--- src/uprocPkg.sv ---
// TAP state enum, instruction codes, IDCODE word, SRAM timing, widths and memory register union.
package uprocPkg;

    // IEEE 1149.1 TAP states.
    typedef enum logic [3:0] {
        exit2Dr        = 4'h0,
        exit1Dr        = 4'h1,
        shiftDr        = 4'h2,
        pauseDr        = 4'h3,
        selectIrScan   = 4'h4,
        updateDr       = 4'h5,
        captureDr      = 4'h6,
        selectDrScan   = 4'h7,
        exit2Ir        = 4'h8,
        exit1Ir        = 4'h9,
        shiftIr        = 4'hA,
        pauseIr        = 4'hB,
        runTestIdle    = 4'hC,
        updateIr       = 4'hD,
        captureIr      = 4'hE,
        testLogicReset = 4'hF
    } tapStateT;

    // Instruction register.
    localparam int irWidth = 4;
    typedef logic [irWidth-1:0] irT;

    localparam irT irIdcode    = 4'b0001;
    localparam irT irMemAccess = 4'b0010;
    localparam irT irBypass    = 4'b1111;
    // Fixed pattern shifted out of every IR scan.
    localparam irT irCapture   = 4'b0101;

    // Identification word, LSB set as 1149.1 requires.
    localparam int idWidth = 32;
    localparam logic [idWidth-1:0] idcodeValue = 32'h1A5C_0F3B;

    // Bus and memory widths.
    localparam int addrWidth = 16;
    localparam int dataWidth = 16;

    // SRAM access length in core clocks, and its counter width.
    localparam int sramWait     = 2;
    localparam int sramCntWidth = $clog2(sramWait + 1);

    // Memory access data register, MSB first, bit 0 shifted first.
    localparam int memDrWidth = 1 + addrWidth + dataWidth;

    typedef struct packed {
        logic                 wr;
        logic [addrWidth-1:0] addr;
        logic [dataWidth-1:0] wrData;
    } memCmdT;

    typedef struct packed {
        logic                 done;
        logic [addrWidth-1:0] addr;
        logic [dataWidth-1:0] rdData;
    } memRspT;

    // Command view on Update-DR, response view on Capture-DR.
    typedef union packed {
        memCmdT cmd;
        memRspT rsp;
    } memDrT;

endpackage

--- src/jtagTap.sv ---
// JTAG TAP controller with TCK edge detect, 16-state graph, instruction register and TDO launch.
`timescale 1ns/1ps

module jtagTap (
    input  logic               clk,
    input  logic               arstN,
    input  logic               tckS,
    input  logic               tmsS,
    input  logic               tdiS,
    input  logic               drTdo,
    output logic               tckRise,
    output uprocPkg::tapStateT state,
    output uprocPkg::irT       ir,
    output logic               tdo
);
    import uprocPkg::*;

    logic     tckD;
    logic     tckFall;
    tapStateT nextState;
    // IR shift stage, copied to ir on Update-IR.
    irT       irShift;

    //////////////////////////////////////////////////////////////////////
    // TCK edge detect
    //////////////////////////////////////////////////////////////////////

    always_ff @(posedge clk or negedge arstN) begin
        if (!arstN) begin
            tckD <= 1'b0;
        end else begin
            tckD <= tckS;
        end
    end

    // One-clock pulses on each synchronized TCK edge.
    assign tckRise = tckS & ~tckD;
    assign tckFall = ~tckS & tckD;

    //////////////////////////////////////////////////////////////////////
    // TAP state graph
    //////////////////////////////////////////////////////////////////////

    always_comb begin
        nextState = state;
        case (state)
            testLogicReset: nextState = tmsS ? testLogicReset : runTestIdle;
            runTestIdle:    nextState = tmsS ? selectDrScan : runTestIdle;
            selectDrScan:   nextState = tmsS ? selectIrScan : captureDr;
            captureDr:      nextState = tmsS ? exit1Dr : shiftDr;
            shiftDr:        nextState = tmsS ? exit1Dr : shiftDr;
            exit1Dr:        nextState = tmsS ? updateDr : pauseDr;
            pauseDr:        nextState = tmsS ? exit2Dr : pauseDr;
            exit2Dr:        nextState = tmsS ? updateDr : shiftDr;
            updateDr:       nextState = tmsS ? selectDrScan : runTestIdle;
            selectIrScan:   nextState = tmsS ? testLogicReset : captureIr;
            captureIr:      nextState = tmsS ? exit1Ir : shiftIr;
            shiftIr:        nextState = tmsS ? exit1Ir : shiftIr;
            exit1Ir:        nextState = tmsS ? updateIr : pauseIr;
            pauseIr:        nextState = tmsS ? exit2Ir : pauseIr;
            exit2Ir:        nextState = tmsS ? updateIr : shiftIr;
            updateIr:       nextState = tmsS ? selectDrScan : runTestIdle;
            default:        nextState = testLogicReset;
        endcase
    end

    // State advances only on TCK rise.
    always_ff @(posedge clk or negedge arstN) begin
        if (!arstN) begin
            state <= testLogicReset;
        end else if (tckRise) begin
            state <= nextState;
        end
    end

    //////////////////////////////////////////////////////////////////////
    // Instruction register
    //////////////////////////////////////////////////////////////////////

    // Capture and shift of the IR stage.
    always_ff @(posedge clk) begin
        if (tckRise) begin
            if (state == captureIr) begin
                irShift <= irCapture;
            end else if (state == shiftIr) begin
                irShift <= {tdiS, irShift[irWidth-1:1]};
            end
        end
    end

    // IDCODE is loaded on the same edge that enters Test-Logic-Reset.
    always_ff @(posedge clk or negedge arstN) begin
        if (!arstN) begin
            ir <= irIdcode;
        end else if (tckRise) begin
            if (nextState == testLogicReset) begin
                ir <= irIdcode;
            end else if (state == updateIr) begin
                ir <= irShift;
            end
        end
    end

    //////////////////////////////////////////////////////////////////////
    // TDO launch
    //////////////////////////////////////////////////////////////////////

    // Launched on TCK fall so it is stable by the next rise.
    always_ff @(posedge clk or negedge arstN) begin
        if (!arstN) begin
            tdo <= 1'b1;
        end else if (tckFall) begin
            case (state)
                shiftIr: tdo <= irShift[0];
                shiftDr: tdo <= drTdo;
                default: tdo <= 1'b1;
            endcase
        end
    end

    // Rise and fall never pulse together.
    assert property (@(posedge clk) disable iff (!arstN) !(tckRise && tckFall))
        else $error("jtagTap: TCK rise and fall in the same cycle");

    // Test-Logic-Reset always carries IDCODE.
    assert property (@(posedge clk) disable iff (!arstN)
        (state == testLogicReset) |-> (ir == irIdcode))
        else $error("jtagTap: ir is not IDCODE in Test-Logic-Reset");

endmodule

--- config.mk ---
export PLATFORM = sky130hd
export DESIGN_NAME = jtagTap
export DESIGN_NICKNAME = d
export VERILOG_FILES = /design/src/uprocPkg.sv /design/src/jtagTap.sv
export SDC_FILE = /design/constraint.sdc
export NUM_CORES = 1
export LEC_CHECK = 0
export BUFFER_PORTS_ARGS = -buffer_cell sky130_fd_sc_hd__buf_2
export CAP_MARGIN = 10
export CELL_PAD_IN_SITES_DETAIL_PLACEMENT = 1
export CELL_PAD_IN_SITES_GLOBAL_PLACEMENT = 1
export CORE_UTILIZATION = 41
export DETAILED_ROUTE_END_ITERATION = 7
export GPL_TIMING_DRIVEN = 0
export PLACE_DENSITY = 0.78
export RECOVER_POWER = 25
export SLEW_MARGIN = 20
export SYNTH_ARGS = -nofsm -noshare
export SYNTH_HDL_FRONTEND = slang
export SYNTH_SLANG_ARGS = --single-unit
--- constraint.sdc ---
create_clock -name clk -period 1.9 [get_ports clk]
set_input_delay 0.38 -clock clk [delete_from_list [all_inputs] [get_ports clk]]
set_output_delay 0.38 -clock clk [all_outputs]
set_load 0.03 [all_outputs]
; Yosys cells after proc, flatten, opt, wreduce, memory -nomap -nowiden
; Cells that the tools add are included.
[word_totals]
register_bits = 14
latch_bits = 0
mem_bits_rw = 0
rom_bits = 0
in_bits = 6
output_inout_bits = 10
elab_cells = 50
n_memories = 0
[classes]
n_addsub = 0
multipliers = 0
div_mod_pow = 0
n_lt_le_gt_ge = 0
eq_ne = 16
shift = 0
n_mux = 17
n_bitwise = 4
reduce_logical = 8
[ops]
columns = cell, count
row1 = 4-bit one-hot mux with 12 select lines, 1
row2 = 4-bit equality test (second input constant), 9
row3 = 4-bit by 3-bit equality test with 1-bit output (second input constant), 4
row4 = 4-bit 2-to-1 mux, 4
row5 = 2-bit 2-to-1 mux, 6
row6 = 3-bit 2-to-1 mux, 4
row7 = 4-bit by 2-bit equality test with 1-bit output (second input constant), 2
row8 = 4-bit by 1-bit equality test with 1-bit output (second input constant), 1
row9 = 4-bit zero test, 1
row10 = 2-bit AND reduction, 2
row11 = 2-bit nonzero test, 2
row12 = 2-bit OR reduction, 2
row13 = 3-bit OR reduction, 1
row14 = 1-bit AND, 2
row15 = 1-bit NOT, 2
row16 = 1-bit one-hot mux with 2 select lines, 1
row17 = 1-bit 2-to-1 mux, 1

; Longest topological paths before layout
[depth]
depth_word = 6
mapped_depth = 5
ltp_nobuf = 5

; Least setup slack after synthesis
; No wires, ideal clock.
[synth_timing]
path_kind = register to register
start = register state[0]
end = register irShift[0] (enable)
setup_ps = 258
arrival_ps = 1209
required_ps = 1642
slack_ps = 433
path_stages_with_launch = 4
path_buffers = 1
period_less_slack_ps = 1467
path_cell_list = dfstp_2 > buf_6 > and2b_2 > and3_1
[synth_via]
elab_chain_cells = 3
word_cells_on_any_way = 4
cone_classes = eq/ne: 2 / reduce/logical: 2
[synth_rtl]
columns = element, line
row1 = "start, declared", jtagTap.sv:12  ; output uprocPkg::tapStateT state,
row2 = "start signal, assigned", jtagTap.sv:70  ; state <= testLogicReset;
row3 = "start signal, assigned", jtagTap.sv:72  ; state <= nextState;
row4 = "4-bit equality test, on equally long branches", "jtagTap.sv:83, jtagTap.sv:85"
row5 = 2-bit nonzero test (no line) *, -
row6 = 2-bit AND reduction (no line) *, -
row7 = "end signal, assigned", jtagTap.sv:84  ; irShift <= irCapture;
row8 = "end signal, assigned", jtagTap.sv:86  ; irShift <= {tdiS, irShift[irWidth-1:1]};
row9 = "end, declared", jtagTap.sv:22  ; irT irShift;
; Mark *: on every way between the ends. The rest lies on a longest branch, timed or not.
; A chain may end at the register's enable or synchronous reset.

; Worst setup path in the final report
[layout_timing]
start = register tckD
end = output port tckRise
[layout_via]
elab_chain_cells = 2
[layout_rtl]
columns = element, line
row1 = "start, declared", jtagTap.sv:18  ; logic tckD;
row2 = "start signal, assigned", jtagTap.sv:32  ; tckD <= tckS;
row3 = 1-bit NOT, jtagTap.sv:37  ; assign tckRise = tckS & ~tckD;
row4 = 1-bit AND, jtagTap.sv:37
row5 = "end, declared", jtagTap.sv:11  ; output logic tckRise,
; Every way passes these cells.

==> run_results.csv <==
group,metric,value,unit
power,total_leakage_power,0.3943,nW
timing,timing.setup.tns,0,ns
cells_and_area,multi_input_area,365.4,um^2
clock_network,cts_sinks,14,
placement,placement.io_buffers,14,
logic_synthesis,synth_seq_area_share,0.4697,
cells_and_area,layout-drive-gt1-share,0.4270,
timing,final.min_clock_period,1.531,ns
cells_and_area,fillerInstances,211,
global_routing,grt_remaining_overflow,0,
clock_network,htree_levels,1,
worst_setup_path,required,1.52,ns
timing,worst_pin_slew,0.5645,ns
clock_network,cts_resized,0,
power,p_switching,0.6579,mW
logic_synthesis,yosysWarningCount,0,
placement,hpwl,1198,um
logic_synthesis,avgSynthCellArea,11.49,um^2
power,share_of_power_burned_in_combinational_logic,0.547,
logic_synthesis,syn-instance-count,70,
run_status,status,"finished clean",
drt,avgViaCountPerCell,5.018,
timing,relSlewSlack,0.6237,
timing,clock.fmax,0.6531,GHz
clock_network,clock_tree.root_cell,"clkbuf_4",
drt,drtAntennaViolNets,0,
global_routing,grt_pass1_wl,2670,um
cells_and_area,final_core_utilization,0.5270,
placement,place_area,905.9,um^2
worst_setup_path,cp-start-kind,"flop",
floorplan,floorplan.io_pins,16,
clock_network,cts_tree,"built",
power,sequentialPowerShare,0.339,
clock_network,cts_inserted_buffers,3,
power,power.internal,0.8404,mW
drt,first_pass_iters,3,
logic_synthesis,ys_async_sr_fraction,0.7143,
floorplan,num_rows,15,
logic_synthesis,main_flop_type_after_synthesis,"dfstp_2",
floorplan,die_area,0.002143,mm^2
global_routing,global_route.usage.total,0.1785,
drt,routed_wirelength,1572,um
logic_synthesis,post_synthesis_net_count,76,
global_routing,antenna_found_initial,0,
clock_network,clkSlewWorstSetupHoldPaths,0.08,ns
logic_synthesis,synth.cell_area,804.5,um^2
floorplan,placeableCoreArea,0.001783,mm^2
timing,finClkSkew,0.0008944,ns
worst_setup_path,critical_path_class,"reg2out",
power,power-per-cell-area,1595,mW/mm^2
drt,wire_per_inst,13.79,um
drt,dr_total_vias,572,
power,power.clock.fraction,0.114,
logic_synthesis,synth-edff-count,4,
cells_and_area,insertedDiodeCount,0,
floorplan,fp.dieW,46.30,um
worst_hold_path,hp-class,"in2reg",
worst_setup_path,critical_path_arrival,1.15,ns
timing,final-setup-viol-count,0,
power,vdd_drop_max,657.2,uV
clock_network,clk_path_buf_depth,2,
timing,hold_viol,0,
worst_setup_path,critical_path.endpoint_type,"primary output",
global_routing,first_global_vias,590,
placement,place_congestion,0.7429,
timing,final.hold.worst_slack,0.2759,ns
run,number_of_max_cap_violations,0,
drt,drc_errors,0,
cells_and_area,finalInstanceArea,939.7,um^2
clock_network,clk_latency,0.27,ns
cells_and_area,areaGrowthSynthToFinish,16.80,%
timing,rsz0062_at_grt,"false",
floorplan,initial_cell_density_of_the_core,0.4512,
cells_and_area,nets,96,
logic_synthesis,netlist-cell-type-count,34,
cells_and_area,sequential_cell_area,377.9,um^2
power,switching_share,0.4391,
worst_setup_path,worstPathMaxFanout,7,
drt,first_iter_violations,8,
global_routing,largest_net_degree_at_the_start_of_global_routing,11,
timing,maxSlewViolCount,0,
power,report.power.total,1.498,mW
logic_synthesis,yosys_register_bits,14,
floorplan,chipHeight,46.30,um
timing,final.period_utilization,0.8059,
[logic make-up after synthesis]
kind of cell	after synthesis	share of synthesized area
multiplexers	2	0.02644
AND/OR/NAND/NOR	26	0.2100
AO/OA/AOI/OAI	21	0.2177
buffers and inverters	7	0.07618
flip-flops	14	0.4697
[placed cells by master, fill, tap and decap left out, types with 2 or more instances in the layout]
cell type  count
dfrtp_1        4
o21ai_0        7
nand2b_1       2
a21oi_1        3
nand2b_4       2
nand2_1        6
dfstp_2        6
nor2_1         6
buf_2         13
and2_1         2
clkbuf_1       2
clkbuf_4       3
buf_6          3
o31ai_1        3
edfxtp_1       4
[flip-flops by register name (all words and copies together) (netlist names)]
register,cells
ir,4
irShift,4
tckD,1
tdo,1
state,4
[final cells by class]
| type | instances | share of cell area |
|---|---|---|
| repair buffers | 15 | 0.08256 |
| well taps | 25 | 0.03329 |
| clock buffers | 3 | 0.02397 |
| inverters | 2 | 0.007989 |
| plain buffers | 5 | 0.05726 |
| clock inverters | 1 | 0.003995 |
| multi-input cells | 49 | 0.3888 |
| flip-flops and latches | 14 | 0.4021 |
[power by group through the flow]
| stage | logic, mW | clock network, mW | registers (mW) |
|---|---|---|---|
| after global routing | 0.893 | 0.194 | 0.521 |
| after global placement | 0.800 | 0 | 0.506 |
| after CTS | 0.831 | 0.179 | 0.511 |
| final | 0.820 | 0.170 | 0.508 |
| after detailed placement | 0.830 | 0 | 0.517 |
| after floorplan | 0.475 | 0 | 0.683 |
[path summary, 6_finish.rpt]
check | startpoint | end | slack (ns) | cells past startpoint
max | tckD$_DFF_PN0_ | tckRise | 0.37 | 3
min | tckS | tckD$_DFF_PN0_ | 0.28 | 1
max reg2reg | state[1]$_DFFE_PN1P_ | irShift[3]$_SDFFCE_PN0P_ | 0.48 | 4
min reg2reg | ir[2]$_DFFE_PN0P_ | ir[2]$_DFFE_PN0P_ | 0.51 | 2
max in group asynchronous | arstN | state[3]$_DFFE_PN1P_ | 0.93 | 2
min in group asynchronous | arstN | ir[3]$_DFFE_PN0P_ | 0.60 | 2
[cell usage after synthesis, types with 2 or more instances]
master	n	share of area
nand2b_1	2	0.016
nand2_1	6	0.028
o21ai_0	7	0.044
nand2b_4	2	0.034
buf_6	3	0.042
and2_1	2	0.016
a21oi_1	3	0.019
dfstp_2	6	0.20
o31ai_1	3	0.028
edfxtp_1	4	0.15
nor2_1	6	0.028
dfrtp_1	4	0.12
[repair_timing]
action | in CTS | in global routing
hold endpoints to repair | 4 | 0
hold buffers | 1 | 0
buffers inserted | 0 | 0
[metal layers]
metal	vias to the layer above	wire [um]	track usage
met3	0	61	0.05882
met1	272	730	0.2257
met2	12	781	0.3014
met4	0	0	0.02353
met5	-	0	0
li1	288	-	-
[critical path: stages, from the launching register on]
cell and delay (ns):
dfrtp_1 0.39, nand2b_4 0.16, inv_2 0.12, buf_2 0.21
[per-stage QoR]
step | std cells | worst slack [ns]
floorplan | 70 | 0.4326
global placement | 109 | 0.5107
detailed placement | 109 | 0.4776
CTS | 114 | 0.3608
global route | 114 | 0.2941
finish | 114 | 0.3688
No activity file was read; power rests on OpenSTA's default activity.
