[src/uprocPkg.sv]
// TAP state enum, instruction codes, IDCODE word, SRAM timing, widths and memory register union.
package uprocPkg;

    // IEEE 1149.1 TAP states.
    typedef enum logic [3:0] {
        exit2Dr        = 4'h0,
        exit1Dr        = 4'h1,
        shiftDr        = 4'h2,
        pauseDr        = 4'h3,
        selectIrScan   = 4'h4,
        updateDr       = 4'h5,
        captureDr      = 4'h6,
        selectDrScan   = 4'h7,
        exit2Ir        = 4'h8,
        exit1Ir        = 4'h9,
        shiftIr        = 4'hA,
        pauseIr        = 4'hB,
        runTestIdle    = 4'hC,
        updateIr       = 4'hD,
        captureIr      = 4'hE,
        testLogicReset = 4'hF
    } tapStateT;

    // Instruction register.
    localparam int irWidth = 4;
    typedef logic [irWidth-1:0] irT;

    localparam irT irIdcode    = 4'b0001;
    localparam irT irMemAccess = 4'b0010;
    localparam irT irBypass    = 4'b1111;
    // Fixed pattern shifted out of every IR scan.
    localparam irT irCapture   = 4'b0101;

    // Identification word, LSB set as 1149.1 requires.
    localparam int idWidth = 32;
    localparam logic [idWidth-1:0] idcodeValue = 32'h1A5C_0F3B;

    // Bus and memory widths.
    localparam int addrWidth = 16;
    localparam int dataWidth = 16;

    // SRAM access length in core clocks, and its counter width.
    localparam int sramWait     = 2;
    localparam int sramCntWidth = $clog2(sramWait + 1);

    // Memory access data register, MSB first, bit 0 shifted first.
    localparam int memDrWidth = 1 + addrWidth + dataWidth;

    typedef struct packed {
        logic                 wr;
        logic [addrWidth-1:0] addr;
        logic [dataWidth-1:0] wrData;
    } memCmdT;

    typedef struct packed {
        logic                 done;
        logic [addrWidth-1:0] addr;
        logic [dataWidth-1:0] rdData;
    } memRspT;

    // Command view on Update-DR, response view on Capture-DR.
    typedef union packed {
        memCmdT cmd;
        memRspT rsp;
    } memDrT;

endpackage

[src/debugRegs.sv]
// IDCODE, BYPASS and memory access data registers with a Wishbone classic master.
`timescale 1ns/1ps

module debugRegs (
    input  logic                           clk,
    input  logic                           arstN,
    input  logic                           tckRise,
    input  uprocPkg::tapStateT             state,
    input  uprocPkg::irT                   ir,
    input  logic                           tdiS,
    output logic                           drTdo,
    output logic                           wbCyc,
    output logic                           wbStb,
    output logic                           wbWe,
    output logic [uprocPkg::addrWidth-1:0] wbAdr,
    output logic [uprocPkg::dataWidth-1:0] wbDatW,
    input  logic [uprocPkg::dataWidth-1:0] wbDatR,
    input  logic                           wbAck
);
    import uprocPkg::*;

    logic [idWidth-1:0] idReg;
    logic               bypassReg;
    // Shift register and the response held for the next capture.
    memDrT              memDr;
    memDrT              memRsp;

    logic selId;
    logic selMem;
    logic drCapture;
    logic drShift;
    logic launch;

    // Instruction decode.
    assign selId  = (ir == irIdcode);
    assign selMem = (ir == irMemAccess);

    // DR actions on TCK rise.
    assign drCapture = tckRise && (state == captureDr);
    assign drShift   = tckRise && (state == shiftDr);
    // Update while busy is dropped.
    assign launch    = tckRise && (state == updateDr) && selMem && !wbCyc;

    //////////////////////////////////////////////////////////////////////
    // Data registers
    //////////////////////////////////////////////////////////////////////

    always_ff @(posedge clk) begin
        if (drCapture) begin
            if (selId) begin
                idReg <= idcodeValue;
            end else if (selMem) begin
                memDr <= memRsp;
            end else begin
                bypassReg <= 1'b0;
            end
        end else if (drShift) begin
            if (selId) begin
                idReg <= {tdiS, idReg[idWidth-1:1]};
            end else if (selMem) begin
                memDr <= {tdiS, memDr[memDrWidth-1:1]};
            end else begin
                bypassReg <= tdiS;
            end
        end
    end

    // Serial out of the selected register.
    // BYPASS and every unused code select the bypass bit.
    always_comb begin
        case (ir)
            irIdcode:    drTdo = idReg[0];
            irMemAccess: drTdo = memDr[0];
            default:     drTdo = bypassReg;
        endcase
    end

    //////////////////////////////////////////////////////////////////////
    // Wishbone master
    //////////////////////////////////////////////////////////////////////

    // Address, data and direction from the command view.
    always_ff @(posedge clk) begin
        if (launch) begin
            wbWe   <= memDr.cmd.wr;
            wbAdr  <= memDr.cmd.addr;
            wbDatW <= memDr.cmd.wrData;
        end
    end

    always_ff @(posedge clk or negedge arstN) begin
        if (!arstN) begin
            wbCyc  <= 1'b0;
            wbStb  <= 1'b0;
            memRsp <= '0;
        end else if (launch) begin
            wbCyc           <= 1'b1;
            wbStb           <= 1'b1;
            memRsp.rsp.done <= 1'b0;
        end else if (wbCyc && wbAck) begin
            wbCyc           <= 1'b0;
            wbStb           <= 1'b0;
            memRsp.rsp.done <= 1'b1;
            memRsp.rsp.addr <= wbAdr;
            // Writes echo their own data.
            memRsp.rsp.rdData <= wbWe ? wbDatW : wbDatR;
        end
    end

    // Strobe only ever rises inside a cycle.
    assert property (@(posedge clk) disable iff (!arstN) $rose(wbStb) |-> wbCyc)
        else $error("debugRegs: wbStb rose without wbCyc");

endmodule

[config.mk]
export PLATFORM = sky130hd
export DESIGN_NAME = debugRegs
export DESIGN_NICKNAME = d
export VERILOG_FILES = /design/src/uprocPkg.sv /design/src/debugRegs.sv
export SDC_FILE = /design/constraint.sdc
export NUM_CORES = 1
export LEC_CHECK = 0
export ABC_AREA = 1
export BUFFER_PORTS_ARGS = -buffer_cell sky130_fd_sc_hd__buf_2
export CAP_MARGIN = 20
export CORE_ASPECT_RATIO = 1.2
export CORE_MARGIN = 4
export CORE_UTILIZATION = 50
export CTS_BUF_LIST = sky130_fd_sc_hd__clkbuf_8
export DETAILED_ROUTE_END_ITERATION = 6
export GPL_TIMING_DRIVEN = 0
export PLACE_DENSITY = 0.7
export SYNTH_ARGS = -nofsm -noshare
export SYNTH_HDL_FRONTEND = slang
export SYNTH_SLANG_ARGS = --single-unit
[constraint.sdc]
create_clock -name clk -period 2.3 [get_ports clk]
set_input_delay 0.345 -clock clk [delete_from_list [all_inputs] [get_ports clk]]
set_output_delay 0.345 -clock clk [all_outputs]
set_load 0.005 [all_outputs]
======== Word level (Yosys, flattened, before mapping) ========
Cells that the tools add are included.
storage, ports and cells
  register bits ........................... 133
  input bits .............................. 29
  word-level logic and storage cells ...... 58
cells by class
  equality and inequality tests ........... 13
  muxes and demuxes ....................... 22
  bitwise operators ....................... 1
  reductions and logical operators ........ 13
operators by type and width
  cell                count
  $mux 33             7
  $mux 32             4
  $mux 16             1
  $ne 2x2->1 const B  8
  $reduce_and 5->1    2
  $mux 1              9
  $eq 4x2->1 const B  2
  $eq 4x3->1 const B  2
  $logic_and 1x1->1   6
  $eq 4x1->1 const B  1
  $reduce_bool 2->1   2
  $reduce_and 3->1    1
  $pmux 1 s2          1
  $reduce_and 2->1    1
  $logic_not 1->1     1
  $not 1->1           1

======== Logic depth before layout (Yosys ltp) ========
Gate-level depths: netlist (run 1).
  word-level depth ........................ 6
  depth in mapped cells ................... 7
  mapped depth without buffers ............ 6

======== Worst setup path before layout (run 1) ========
Ideal clock, no wire load.
  path kind ............................... input to register
  from .................................... in ir[3]
  to ...................................... reg memDr[0] (netlist name), enable pin
  setup time .............................. 423 ps
  arrival time ............................ 2028 ps
  required time ........................... 1877 ps
  path slack .............................. -151 ps
  stages .................................. 3
  path through ............................ nor2_1 > nand3_1 > nor2_1
between the ends
  longest elaborated chain between the ends .. 3
RTL lines
  what                                             RTL line                          text
  start: declaration                               debugRegs.sv:9                    input uprocPkg::irT ir,
  $eq 4x2->1 / $eq 4x1->1 (equally long branches)  debugRegs.sv:36, debugRegs.sv:35
  $ne 2x2->1 (no source line)                      n/a
  $reduce_and 5->1 (no source line) (*)            n/a
  end signal: assignment                           debugRegs.sv:53                   memDr <= memRsp;
  end signal: assignment                           debugRegs.sv:61                   memDr <= {tdiS, memDr[memDrWidth-1:1]};
  end: declaration                                 debugRegs.sv:25                   memDrT memDr;
Every way passes the cells marked *; elsewhere a longest branch is shown, timed or not.
A chain may end at the register's enable or synchronous reset.

==> results of run 1 <==
==> cell type report <==
class	count	area, um^2
Buffer	19	141
Clock buffer	20	275
Clock inverter	12	52.6
Fill cell	815	4000
Inverter	44	165
Multi-Input combinational cell	237	1060
Sequential cell	133	3820
Tap cell	126	158
Timing Repair Buffer	68	385
==> critical path, delay by kind of cell (launching register included) <==
family	cells	cell delay, ns
buffers and inverters	4	0.98
DFF	1	0.43
and+or+nand+nor	3	0.33
==> state kept, by name, indices dropped and copies added (netlist names) <==
| register | count |
|---|---|
| wbDatW | 16 |
| wbAdr | 16 |
| idReg | 32 |
| memRsp | 33 |
| memDr | 33 |
| bypassReg | 1 |
| wbWe | 1 |
| wbStb | 1 |
==> placed cells by master (no fill, tap or decap), types with 2 or more instances in the layout <==
cell      Yosys  routed
o22ai_1      16      16
clkinv_1      0       2
buf_2         5      69
nor2_1       39      37
dfrtp_1      34      34
edfxtp_1     99      99
or2_2        12      12
clkbuf_8      0      20
nand2_1     123     123
nor2_2        1       2
clkinv_2      0       3
nand3_1       5       5
buf_6         6       6
or2_1         4       4
o21ai_0      30      30
o21ai_2       4       4
buf_4         5       5
inv_2         2       2
clkbuf_1      3       3
buf_8         0       3
inv_1        42      48
==> metrics by stage <==
step	instance area (um^2)	hold WS, ns	setup WS, ns	total power, W	std cells
floorplan	5180	0.0494	0.385	0.00282	433
global placement	5660	0.431	-0.268	0.00289	623
detailed placement	5730	0.434	0.213	0.00291	627
CTS	6060	0.0402	0.226	0.00450	659
global route	6060	0.0612	0.153	0.00465	659
finish	6060	0.0191	0.265	0.00446	659
==> worst paths after layout <==
check / slack, ns / cells past startpoint / start / end
setup reg to reg: 0.26 / 7 / wbStb / wbDatW[11]
max in group asynchronous: 1.75 / 1 / arstN / memRsp[23]
hold reg to reg: 0.45 / 0 / memDr[23] / wbAdr[7]
setup / recovery: 0.26 / 7 / wbStb / wbDatW[11]
hold / removal: 0.02 / 1 / arstN / memRsp[8]
min in group clk: 0.15 / 2 / wbAck / wbStb
==> cell families (layout without fill, tap and decap cells) <==
family / after synthesis / in the layout
buffers and inverters: 63 / 163
DFF: 133 / 133
AOI/OAI and AO/OA: 50 / 50
and+or+nand+nor: 187 / 187
==> layer usage <==
layer	wire length (um)	vias to the layer above	part of all wire [%]
li1	-	1601	-
met1	4640	1632	45
met2	5120	97	49
met3	561	8	5.4
met4	105	0	1.0
met5	0	-	0
==> power breakdown <==
part | internal (W) | switching [W] | leakage (nW) | total [W]
clock network | 0.000794 | 0.000815 | 0.191 | 0.00161
registers | 0.00264 | 0.0000327 | 1.29 | 0.00267
logic | 0.0000753 | 0.000109 | 1.19 | 0.000184
total | 0.00351 | 0.000957 | 2.67 | 0.00446
==> results.toml, run 1 <==
[global_route]
grt_overflow = 0
grt.met2_usage_pct = 29.3
track_usage_pct = 18.6
use_met1_pct = 25.1
use_met3_pct = 4.51
grt_pass1_vias = 3407
grt_max_degree = 35
antenna_found_initial = 0
grt_pass1_wl_um = 17000
busiest_layer = "met2"

[power]
peakVddDrop_uv = 324
power.density_mw_per_mm2 = 737
p_leak_nw = 2.67

[floorplanning]
core-area_mm2 = 0.0101
rows = 40
fp.dieW_um = 101
initial_core_util_pct = 51.5
dieArea_mm2 = 0.0121
ios = 65
die_y_um = 119

[flow_run]
drv_cap = 0

[detailed_routing]
avgRoutedWirePerCell_um = 15.8
route.detailed.drc = 0
vias_per_cell = 5.07
drtIter0Drc = 143
first_pass_iters = 4
ant_nets = 0
drt_wl_total_um = 10400
via_count = 3338

[timing]
grt_setup_unrepaired = "no"
finClkSkew_ns = 0.00658
slew_headroom_pct = 44.5
finalMaxSlewViolations = 0
setup_viol = 0
hold_violations = 0
min_period_over_period_pct = 88.5
timing.fmax_mhz = 491
period_minus_slack_ns = 2.04
setup_tns_ns = 0
tightestPinTransition_ns = 0.832

[synth]
yosysMostFrequentCell = "nand2_1"
syn_area_per_cell_um2 = 12.0
postSynth.asyncResetShare_pct = 25.6
synth_edf_count = 99
syn_inst = 433
synth_common_cells = "nand2_1, edfxtp_1, inv_1"
synth_area_leaders = "edfxtp_1, dfrtp_1, nand2_1"
synth_top_family_by_area = "simple AND/OR/NAND/NOR gates"
ys.warnings.count = 0
yosys.area.top_type_share_pct = 57.4
syn_area_mm2 = 0.00518
synthFlopType = "edfxtp_1"
ys_seq_elements = 133
ys_types = 20
synthMuxAreaShare_pct = 0
synthSimpleGateAreaFrac_pct = 14.7
synth_compound_area_share_pct = 5.51
ys_seq_area_share_pct = 73.9
synth-adder-area-share_pct = 0
syn_nets = 462
synth_top_cell_by_area = "edfxtp_1"
synth_xor_area_share_pct = 0

[setup_path]
cp_data_arrival_time_ns = 2.16
start_kind = "register"
worstSetupEndpointType = "register"
required_ns = 2.43
worstPathCellList = "inv_1 -> nand2_1 -> nor2_1 -> nand3_1 -> inv_1 -> buf_8 -> buf_8"
path_class = "register to register"
critPathMaxFanout = 13
cpPeakStageDelay_ns = 0.44
worst_path_max_delay_cell = "inv_1"

[clock_tree]
clkSlewWorstSetupHoldPaths_ns = 0.07
post_cts_resized = 0
clock_latency_ns = 0.42
numCtsBuffers = 17
hold_buffers = 0
cts_tree = "yes"
post_cts_buffers = 0
clk_path_buf_depth = 2
clockRootBuffer = "clkbuf_8"
htree_levels = 4
clock_sinks = 133

[placed_design]
io_buffers = 64
hpwl_um = 6860
gp_congestion = 0.765

[worst_hold_path]
hold_path_class = "input pin to asynchronous set/reset pin"

[status]
run_status = "complete, no violations"

[cells_and_area]
final_util_pct = 60.2
diodes = 0
area_delta_synth_final_pct = 17.0
nNetsFinal = 549
drive_above_1_share_pct = 24.6
Note: power is estimated with default switching activity, not from simulation.
==> inputs of run 2 (changes only) <==
Settings changed: ABC_AREA 1 to not set, CTS_CLUSTER_SIZE set to 25.
==> results.toml, run 2 <==
[global_route]
track_usage_pct = 16.6
grt_pass1_wl_um = 14800
grt_max_degree = 35
grt_overflow = 0
antenna_found_initial = 0
grt_pass1_vias = 2860

[detailed_routing]
drt_wl_total_um = 9200
avgRoutedWirePerCell_um = 17.6
ant_nets = 0
drtIter0Drc = 140
first_pass_iters = 4
vias_per_cell = 5.26
route.detailed.drc = 0
via_count = 2758

[synth]
syn_nets = 330
ys_seq_area_share_pct = 75.0
syn_inst = 301
synth_area_leaders = "edfxtp_1, dfrtp_1, mux2_2"
synth_edf_count = 99
ys_types = 25
ys.warnings.count = 0
syn_area_per_cell_um2 = 16.9
yosys.area.top_type_share_pct = 58.3
synthFlopType = "edfxtp_1"
postSynth.asyncResetShare_pct = 25.6
synth_common_cells = "edfxtp_1, mux2_2, dfrtp_1"
syn_area_mm2 = 0.00509
synth_top_cell_by_area = "edfxtp_1"
yosysMostFrequentCell = "edfxtp_1"
ys_seq_elements = 133

[status]
run_status = "complete, no violations"

[power]
peakVddDrop_uv = 373
p_sw_share_pct = 21.1
intPower_w = 0.00376
power.density_mw_per_mm2 = 793
p_comb_share_pct = 3.1
p_switching_w = 0.00100
p_leak_nw = 2.31
seq_power_share_pct = 55.8
clockPowerShare_pct = 41.1

[timing]
timing.fmax_mhz = 461
period_minus_slack_ns = 2.17
min_period_over_period_pct = 94.2
setup_tns_ns = 0
finalMaxSlewViolations = 0
finClkSkew_ns = 0.0107
grt_setup_unrepaired = "no"
slew_headroom_pct = 42.7
hold_violations = 0
tightestPinTransition_ns = 0.857
fin_ws_ns = 0.133
setup_viol = 0

[clock_tree]
clock_latency_ns = 0.44
post_cts_resized = 0
numCtsBuffers = 17
clock_sinks = 133
cts_tree = "yes"
htree_levels = 4
clkSlewWorstSetupHoldPaths_ns = 0.08
hold_buffers = 0
clockRootBuffer = "clkbuf_8"
post_cts_buffers = 0
clk_path_buf_depth = 2

[floorplanning]
fp.dieW_um = 100
ios = 65
initial_core_util_pct = 50.9
core-area_mm2 = 0.0100
dieArea_mm2 = 0.0119
die_y_um = 119
rows = 40

[setup_path]
start_kind = "input pin"
required_ns = 2.37
worst_path_max_delay_cell = "or4b_1"
r2r_start = "wbStb"
path_class = "input pin to register"
cp_data_arrival_time_ns = 2.23
critPathMaxFanout = 33
cpPeakStageDelay_ns = 0.60
cp_num_buf_inv = 2
reg2reg_depth = 2
cp_top_family = "simple AND/OR/NAND/NOR gates"
rr_endpoint = "wbAdr[1]"
worstPathCellList = "buf_2 -> or4b_1 -> or4_4 -> clkinvlp_4"
worstSetupEndpointType = "register"
rrSetupSlack_ns = 0.28

[cells_and_area]
diodes = 0
fill_cells = 801
final_util_pct = 60.0
reg_top3 = "memDr x33, memRsp x33, idReg x32"
nNetsFinal = 414
final_cell_mix = "edfxtp_1, buf_2, mux2_2"
drive_above_1_share_pct = 43.0
instances_no_fill = 524
layout_commonest_cell = "edfxtp_1"
area_delta_synth_final_pct = 18.0

[placed_design]
hpwl_um = 5810
io_buffers = 64
placed_cells = 492
gp_congestion = 0.750
place_ws_ns = -0.324

[flow_run]
drv_cap = 0

[worst_hold_path]
hold_path_class = "input pin to asynchronous set/reset pin"
[run 2: worst reg2reg max path, stage by stage, from the launching register on]
cell and delay (ns):
dfrtp_1 0.45, or4_4 0.59, clkinvlp_4 0.59
[run 2: stage by stage]
| stage | area [um^2] | hold slack [ns] | power (W) |
|---|---|---|---|
| floorplan | 5100 | 0.0494 | 0.00278 |
| global placement | 5580 | 0.425 | 0.00285 |
| detailed placement | 5610 | 0.432 | 0.00286 |
| CTS | 6010 | 0.0276 | 0.00480 |
| global route | 6010 | 0.0593 | 0.00495 |
| finish | 6010 | 0.0114 | 0.00476 |
[run 2: worst max-delay path by stage]
stage	start	depth (start not counted)	slack, ns	end
final	ir[0]	4	0.13	wbAdr[1]
after floorplan	ir[0]	2	0.09	memDr[0]
after global placement	ir[0]	3	-0.59	memDr[22]
after detailed placement	ir[0]	4	-0.32	wbAdr[5]
after CTS	ir[0]	4	0.14	wbDatW[1]
after global routing	ir[0]	4	0.09	wbAdr[11]
[run 2: cell type report]
cell class	instances	area, um^2	area share [%]
timing repair buffer	65	340	5.66
clock buffer	17	234	3.89
tap	126	158	2.62
buffer	15	65.1	1.08
clock inverter	15	164	2.73
inverter	2	11.3	0.187
multi-input combinational	151	1210	20.2
sequential	133	3820	63.6
[run 2: kinds of logic (layout without fill, tap and decap cells)]
group | count (synthesis) | in the layout | share of synthesized area, %
AOI/OAI and AO/OA | 22 | 22 | 2.36
xor gates and xnor gates | 1 | 1 | 0.172
buffers and inverters | 17 | 114 | 1.42
DFF | 133 | 133 | 75.0
muxes | 65 | 65 | 14.0
and+or+nand+nor | 63 | 63 | 7.02
[run 2: routing by layer]
| metal | vias to the layer above | global-route usage [%] | wire length (um) |
|---|---|---|---|
| met5 | - | 0 | 0 |
| met4 | 0 | 6.57 | 136 |
| met3 | 17 | 5.37 | 413 |
| met2 | 68 | 25.9 | 4430 |
| met1 | 1397 | 21.4 | 4220 |
| li1 | 1276 | - | - |
[run 2: power groups by stage]
stage	clock (W)	combinational, W	sequential (W)
floorplan	0	0.0000847	0.00270
global placement	0	0.000138	0.00271
detailed placement	0	0.000148	0.00271
CTS	0.00199	0.000150	0.00266
global route	0.00211	0.000166	0.00267
finish	0.00196	0.000146	0.00266
